**config.mk**
```make
export PLATFORM = sky130hd
export DESIGN_NAME = spi_master_top
export DESIGN_NICKNAME = d
export VERILOG_FILES = /design/src/source/spi_pkg.sv /design/src/source/spi_sck_gen.sv /design/src/source/spi_shifter.sv /design/src/source/spi_ctrl.sv /design/src/source/spi_master_top.sv
export SDC_FILE = /design/constraint.sdc
export NUM_CORES = 1
export LEC_CHECK = 0
export BUFFER_PORTS_ARGS = -buffer_cell sky130_fd_sc_hd__buf_4
export CAP_MARGIN = 10
export CELL_PAD_IN_SITES_DETAIL_PLACEMENT = 0
export CELL_PAD_IN_SITES_GLOBAL_PLACEMENT = 1
export CORE_ASPECT_RATIO = 1.1
export CORE_MARGIN = 5
export CORE_UTILIZATION = 38
export DETAILED_ROUTE_END_ITERATION = 8
export GPL_ROUTABILITY_DRIVEN = 0
export GPL_TIMING_DRIVEN = 0
export PLACE_DENSITY = 0.76
export SYNTH_ARGS = -nofsm -noshare
export SYNTH_HDL_FRONTEND = slang
export SYNTH_SLANG_ARGS = --single-unit
```
**constraint.sdc**
```tcl
create_clock -name CLK50MHZ -period 2.68 [get_ports CLK50MHZ]
set_clock_uncertainty 0.1 [all_clocks]
set_input_delay 0.67 -clock CLK50MHZ [delete_from_list [all_inputs] [get_ports CLK50MHZ]]
set_output_delay 0.67 -clock CLK50MHZ [all_outputs]
set_load 0.005 [all_outputs]
```
**src/source/spi_pkg.sv**
```systemverilog
package spi_pkg;

	//////////////////////////////
	// Frame and clock sizing
	//////////////////////////////

	// Bits per transfer
	localparam int WORD_WIDTH = 32;

	// Bit counter also times the CS hold, must reach WORD_WIDTH
	localparam int BIT_CNT_WIDTH = 6;

	// 50 MHz / (2 * 2) gives SCK at 12.5 MHz
	localparam int SCK_HALF_CYCLES = 2;
	localparam int SCK_CNT_WIDTH = $clog2(SCK_HALF_CYCLES + 1);

	// Last SCK low half plus one half period of CS hold
	localparam int HOLD_CYCLES = 2 * SCK_HALF_CYCLES;

	typedef logic [WORD_WIDTH-1:0] spi_word_t;
	typedef logic [BIT_CNT_WIDTH-1:0] bit_cnt_t;
	typedef logic [SCK_CNT_WIDTH-1:0] sck_cnt_t;

	//////////////////////////////
	// Host and pin bundles
	//////////////////////////////

	typedef struct packed {
		spi_word_t tx_data;
	} spi_req_t;

	typedef struct packed {
		spi_word_t rx_data;
	} spi_rsp_t;

	typedef struct packed {
		logic sck;
		logic cs_n;
		logic mosi;
	} spi_pins_t;

	//////////////////////////////
	// Control encodings
	//////////////////////////////

	typedef enum logic [2:0] {
		ST_IDLE  = 3'd0,
		ST_SETUP = 3'd1,
		ST_SHIFT = 3'd2,
		ST_HOLD  = 3'd3,
		ST_ACK   = 3'd4
	} ctrl_state_t;

	// Commands from control to the shift datapath
	typedef enum logic [2:0] {
		CMD_NONE   = 3'd0,
		CMD_LOAD   = 3'd1,
		CMD_DRIVE  = 3'd2,
		CMD_SAMPLE = 3'd3,
		CMD_CLEAR  = 3'd4
	} shift_cmd_t;

endpackage

```
**src/source/spi_sck_gen.sv**
```systemverilog
`timescale 1ns/10ps

module spi_sck_gen (
	input  logic CLK50MHZ,
	input  logic RST,
	input  logic sck_en,
	output logic sck,
	output logic sck_rise,
	output logic sck_fall
);

	spi_pkg::sck_cnt_t half_cnt;
	logic half_done;

	// Last cycle of the current half period
	assign half_done = (half_cnt == spi_pkg::sck_cnt_t'(spi_pkg::SCK_HALF_CYCLES - 1));

	//////////////////////////////
	// Half period counter
	//////////////////////////////

	always_ff @(posedge CLK50MHZ) begin
		if (RST || !sck_en) begin
			half_cnt <= '0;
		end else if (half_done) begin
			half_cnt <= '0;
		end else begin
			half_cnt <= half_cnt + 1'b1;
		end
	end

	//////////////////////////////
	// SCK toggle flop
	//////////////////////////////

	// Idles low while disabled, so every frame opens with a low half
	always_ff @(posedge CLK50MHZ) begin
		if (RST || !sck_en) begin
			sck <= 1'b0;
		end else if (half_done) begin
			sck <= ~sck;
		end
	end

	// Strobes lead the SCK edge by one cycle
	assign sck_rise = sck_en && half_done && !sck;
	assign sck_fall = sck_en && half_done && sck;

endmodule

```
**src/source/spi_shifter.sv**
```systemverilog
`timescale 1ns/10ps

module spi_shifter (
	input  logic                 CLK50MHZ,
	input  logic                 RST,
	input  spi_pkg::shift_cmd_t  cmd,
	input  spi_pkg::spi_word_t   load_word,
	input  logic                 miso,
	output logic                 mosi,
	output spi_pkg::spi_word_t   rx_word
);

	spi_pkg::spi_word_t tx_reg;
	spi_pkg::spi_word_t rx_reg;

	assign rx_word = rx_reg;

	//////////////////////////////
	// Transmit path
	//////////////////////////////

	// Remaining bits wait left aligned behind the MOSI flop
	always_ff @(posedge CLK50MHZ) begin
		case (cmd)
			spi_pkg::CMD_LOAD: begin
				tx_reg <= {load_word[spi_pkg::WORD_WIDTH-2:0], 1'b0};
			end
			spi_pkg::CMD_DRIVE: begin
				tx_reg <= {tx_reg[spi_pkg::WORD_WIDTH-2:0], 1'b0};
			end
			default: begin
				tx_reg <= tx_reg;
			end
		endcase
	end

	// MOSI flop, MSB goes out first
	always_ff @(posedge CLK50MHZ) begin
		if (RST) begin
			mosi <= 1'b0;
		end else begin
			case (cmd)
				spi_pkg::CMD_LOAD:  mosi <= load_word[spi_pkg::WORD_WIDTH-1];
				spi_pkg::CMD_DRIVE: mosi <= tx_reg[spi_pkg::WORD_WIDTH-1];
				spi_pkg::CMD_CLEAR: mosi <= 1'b0;
				default:            mosi <= mosi;
			endcase
		end
	end

	//////////////////////////////
	// Receive path
	//////////////////////////////

	always_ff @(posedge CLK50MHZ) begin
		if (cmd == spi_pkg::CMD_LOAD) begin
			rx_reg <= '0;
		end else if (cmd == spi_pkg::CMD_SAMPLE) begin
			rx_reg <= {rx_reg[spi_pkg::WORD_WIDTH-2:0], miso};   // new bit into LSB
		end
	end

endmodule

```
**src/source/spi_ctrl.sv**
```systemverilog
`timescale 1ns/10ps

module spi_ctrl (
	input  logic                 CLK50MHZ,
	input  logic                 RST,
	input  logic                 req,
	input  spi_pkg::spi_word_t   tx_data,
	output logic                 ack,
	output logic                 sck_en,
	input  logic                 sck_rise,
	input  logic                 sck_fall,
	output spi_pkg::shift_cmd_t  cmd,
	output spi_pkg::spi_word_t   load_word,
	output logic                 cs_n
);

	spi_pkg::ctrl_state_t state;
	spi_pkg::bit_cnt_t bit_cnt;
	logic last_bit;
	logic hold_done;

	// Shifter captures the host word with CMD_LOAD
	assign load_word = tx_data;

	assign last_bit = (bit_cnt == spi_pkg::bit_cnt_t'(spi_pkg::WORD_WIDTH - 1));
	assign hold_done = (bit_cnt == spi_pkg::bit_cnt_t'(spi_pkg::HOLD_CYCLES - 1));

	// SCK runs from the setup half through the last falling edge
	assign sck_en = (state == spi_pkg::ST_SETUP) || (state == spi_pkg::ST_SHIFT);

	//////////////////////////////
	// Transfer FSM
	//////////////////////////////

	always_ff @(posedge CLK50MHZ) begin
		if (RST) begin
			state   <= spi_pkg::ST_IDLE;
			bit_cnt <= '0;
			cs_n    <= 1'b1;
			ack     <= 1'b0;
		end else begin
			case (state)
				spi_pkg::ST_IDLE: begin
					bit_cnt <= '0;
					if (req) begin
						cs_n  <= 1'b0;
						state <= spi_pkg::ST_SETUP;
					end
				end
				// First rise strobe ends the setup half period
				spi_pkg::ST_SETUP: begin
					if (sck_rise) begin
						state <= spi_pkg::ST_SHIFT;
					end
				end
				// One count per falling edge
				spi_pkg::ST_SHIFT: begin
					if (sck_fall) begin
						if (last_bit) begin
							bit_cnt <= '0;
							state   <= spi_pkg::ST_HOLD;
						end else begin
							bit_cnt <= bit_cnt + 1'b1;
						end
					end
				end
				// Counter reused to time the CS hold
				spi_pkg::ST_HOLD: begin
					if (hold_done) begin
						cs_n  <= 1'b1;
						state <= spi_pkg::ST_ACK;
					end else begin
						bit_cnt <= bit_cnt + 1'b1;
					end
				end
				spi_pkg::ST_ACK: begin
					if (!ack) begin
						ack <= 1'b1;
					end else if (!req) begin
						ack   <= 1'b0;
						state <= spi_pkg::ST_IDLE;
					end
				end
				default: begin
					state <= spi_pkg::ST_IDLE;
				end
			endcase
		end
	end

	//////////////////////////////
	// Shifter command decode
	//////////////////////////////

	always_comb begin
		cmd = spi_pkg::CMD_NONE;
		case (state)
			spi_pkg::ST_IDLE: begin
				if (req) cmd = spi_pkg::CMD_LOAD;
			end
			spi_pkg::ST_SETUP, spi_pkg::ST_SHIFT: begin
				if (sck_rise) begin
					cmd = spi_pkg::CMD_SAMPLE;
				end else if (sck_fall && !last_bit) begin
					cmd = spi_pkg::CMD_DRIVE;
				end
			end
			spi_pkg::ST_HOLD: begin
				if (hold_done) cmd = spi_pkg::CMD_CLEAR;
			end
			default: begin
				cmd = spi_pkg::CMD_NONE;
			end
		endcase
	end

endmodule

```
**src/source/spi_master_top.sv**
```systemverilog
`timescale 1ns/10ps

module spi_master_top (
	input  logic                CLK50MHZ,
	input  logic                RST,
	input  logic                req,
	input  spi_pkg::spi_req_t   req_data,
	output logic                ack,
	output spi_pkg::spi_rsp_t   rsp_data,
	output spi_pkg::spi_pins_t  pins,
	input  logic                miso
);

	logic sck_en;
	logic sck;
	logic sck_rise;
	logic sck_fall;
	logic cs_n;
	logic mosi;
	spi_pkg::shift_cmd_t cmd;
	spi_pkg::spi_word_t load_word;
	spi_pkg::spi_word_t rx_word;

	spi_ctrl i_ctrl (
		.CLK50MHZ  (CLK50MHZ),
		.RST       (RST),
		.req       (req),
		.tx_data   (req_data.tx_data),
		.ack       (ack),
		.sck_en    (sck_en),
		.sck_rise  (sck_rise),
		.sck_fall  (sck_fall),
		.cmd       (cmd),
		.load_word (load_word),
		.cs_n      (cs_n)
	);

	spi_sck_gen i_sck_gen (
		.CLK50MHZ (CLK50MHZ),
		.RST      (RST),
		.sck_en   (sck_en),
		.sck      (sck),
		.sck_rise (sck_rise),
		.sck_fall (sck_fall)
	);

	spi_shifter i_shifter (
		.CLK50MHZ  (CLK50MHZ),
		.RST       (RST),
		.cmd       (cmd),
		.load_word (load_word),
		.miso      (miso),
		.mosi      (mosi),
		.rx_word   (rx_word)
	);

	// Pin bundle and host response
	assign pins.sck  = sck;
	assign pins.cs_n = cs_n;
	assign pins.mosi = mosi;
	assign rsp_data.rx_data = rx_word;

endmodule

```
==> impl_metrics.json <==
{
  "cap_violations": 0,
  "synthCells": 246,
  "cp-start-kind": "flip-flop",
  "root_buffer": "clkbuf_8",
  "final_common_cell": "buf_4",
  "largest_reg_flops": 32,
  "ctsHoldBuffers": 0,
  "syn-cell-area_mm2": 0.00317,
  "synth_cell_type_count": 48,
  "initial_core_util_pct": 38.3,
  "place_area_mm2": 0.00387,
  "ys.flop_type": "dfxtp_1",
  "vdd_drop_max_v": 0.000317,
  "synth_area_leaders": "dfxtp_1, edfxtp_1, mux2_2, a22o_1, buf_2",
  "fill_cells": 759,
  "viasPerCell": 4.94,
  "fin_util_pct": 49.3,
  "setup_viol": 0,
  "max_freq_mhz": 424,
  "top_layer": "met4",
  "crit_path_end_kind": "flip-flop",
  "coreArea_mm2": 0.00828,
  "cts_resized": 1,
  "placed_cells": 429,
  "hold_violations": 0,
  "ant_nets": 0,
  "finalCriticalPeriod_ns": 2.36,
  "clk_latency_ns": 0.36,
  "layout_setup_ws_ns": 0.324,
  "antenna_found_initial": 0,
  "worstHoldPathCells": 1,
  "grt_usage_pct": 12.9,
  "dp_hpwl_mm": 4.62,
  "syn2layout_area_growth_pct": 28.7,
  "fin_cells": 445,
  "wl_met1_mm": 3.18,
  "synth_area_leader_cell": "dfxtp_1",
  "die_h_um": 106,
  "drt-total-wl_mm": 6.54,
  "worst-endpoint-arrival_ns": 2.37,
  "slew-limit-headroom_pct": 63.8,
  "cts_tree": "done",
  "dieArea_mm2": 0.0103,
  "synthArstFlopShare_pct": 0,
  "drc": 0,
  "antenna_cells": 0,
  "rsz0062_at_grt": "false",
  "p_leak_nw": 1.65,
  "synth-edff-count": 31,
  "grt_pass1_wl_mm": 10.8,
  "wl_per_cell_um": 14.7,
  "worst_pin_slew_ns": 0.543,
  "syn_avg_cell_area_um2": 12.9,
  "vias": 2199,
  "io_buffer_count": 71,
  "required_ns": 2.69,
  "nets": 367,
  "post_cts_buffers": 0,
  "path_class": "reg2reg",
  "grt_max_degree": 23,
  "syn_nets": 284,
  "cp_max_fo": 22,
  "design.portCount": 72,
  "dr_wl_met2_mm": 2.78,
  "reg2reg_depth": 7,
  "final_cell_mix": "buf_4, dfxtp_1, a22o_1",
  "fin_area_mm2": 0.00408,
  "pre_cts_slack_ns": -0.0471,
  "ys.warnings.count": 0,
  "status": "complete, no violations",
  "htree_levels": 3,
  "pwr_density_cell_mw_per_mm2": 797,
  "grt_pass1_vias": 2179,
  "grt-ovfl-total": 0,
  "clock-sinks": 78,
  "finalCritPeriodShare_pct": 87.9,
  "cts_buffer_depth": 2,
  "drive_gt1_share_pct": 41.9,
  "cts_buffers": 9,
  "route.met3.wl_um": 522,
  "worst_setup_hold_path_clk_slew_ns": 0.08,
  "slew_viol_final": 0,
  "hp-class": "reg2reg",
  "ys_seq_area_share_pct": 59.1,
  "num_rows": 35,
  "drt-initial-drc-count": 107,
  "fin_worst_hold_slack_ns": 0.343,
  "synth_top_cell_area_share_pct": 29.7,
  "first_pass_iters": 4,
  "die_w_um": 97.1,
  "synth-seq-cells": 78
}
[final cells by class]
cell class              count  area [um2]  share of cell area [%]
flip-flops and latches     78        1870                    45.9
well taps                 111         139                    3.41
inverters                   7        26.3                   0.644
clock buffers               9         124                    3.04
repair buffers             72         561                    13.7
multi-input cells         143        1170                    28.8
clock inverters             7        72.6                    1.78
plain buffers              18         111                    2.73
[Yosys cell counts (4+ instances only)]
library cell	instances
mux2_2	30
inv_1	7
nand3_1	5
edfxtp_1	31
a21oi_1	5
buf_2	8
nand2b_1	6
dfxtp_1	47
clkbuf_1	4
nor2_1	10
a22o_1	32
nand2_1	8
[stage by stage]
step                power (mW)  TNS, ns
floorplan                 2.13        0
global placement          2.34   -15.44
detailed placement        2.39    -1.02
CTS                       3.28        0
global route              3.43        0
finish                    3.25        0
[metal layers]
layer / vias up / global-route usage [%]
li1: 1092 / -
met4: 0 / 3.91
met3: 8 / 5.82
met1: 1033 / 17.7
met2: 66 / 18.2
met5: - / 0
[critical path, stage by stage, from the launching register on]
cell      delay (ns)
dfxtp_1         0.38
ha_1            0.25
and3_1          0.20
nand3_1         0.17
o221ai_4        0.35
buf_6           0.21
nand2_2         0.21
buf_16          0.24
[final timing paths]
| path | from | to | slack [ns] |
|---|---|---|---|
| worst max register to register | i_ctrl.bit_cnt[0] | i_shifter.tx_reg[1] | 0.32 |
| worst min-delay path | i_sck_gen.half_cnt[0] | i_sck_gen.half_cnt[0] | 0.34 |
| worst min register to register | i_sck_gen.half_cnt[0] | i_sck_gen.half_cnt[0] | 0.34 |
| worst max-delay path | i_ctrl.bit_cnt[0] | i_shifter.tx_reg[1] | 0.32 |
[cells by family after synthesis]
logic type | share of synthesized area [%]
adders and majority gates | 0.790
buffers and inverters | 4.34
DFF | 59.1
and+or+nand+nor | 8.57
AOI/OAI and AO/OA | 14.8
muxes | 11.6
xor gates and xnor gates | 0.830
[power breakdown]
group	total (mW)	switching [mW]	leakage, nW	internal [mW]
logic	0.825	0.467	0.875	0.358
registers	1.54	0.0705	0.677	1.47
clock network	0.884	0.452	0.0972	0.432
total	3.25	0.990	1.65	2.26
Note: power is estimated with default switching activity, not from simulation.
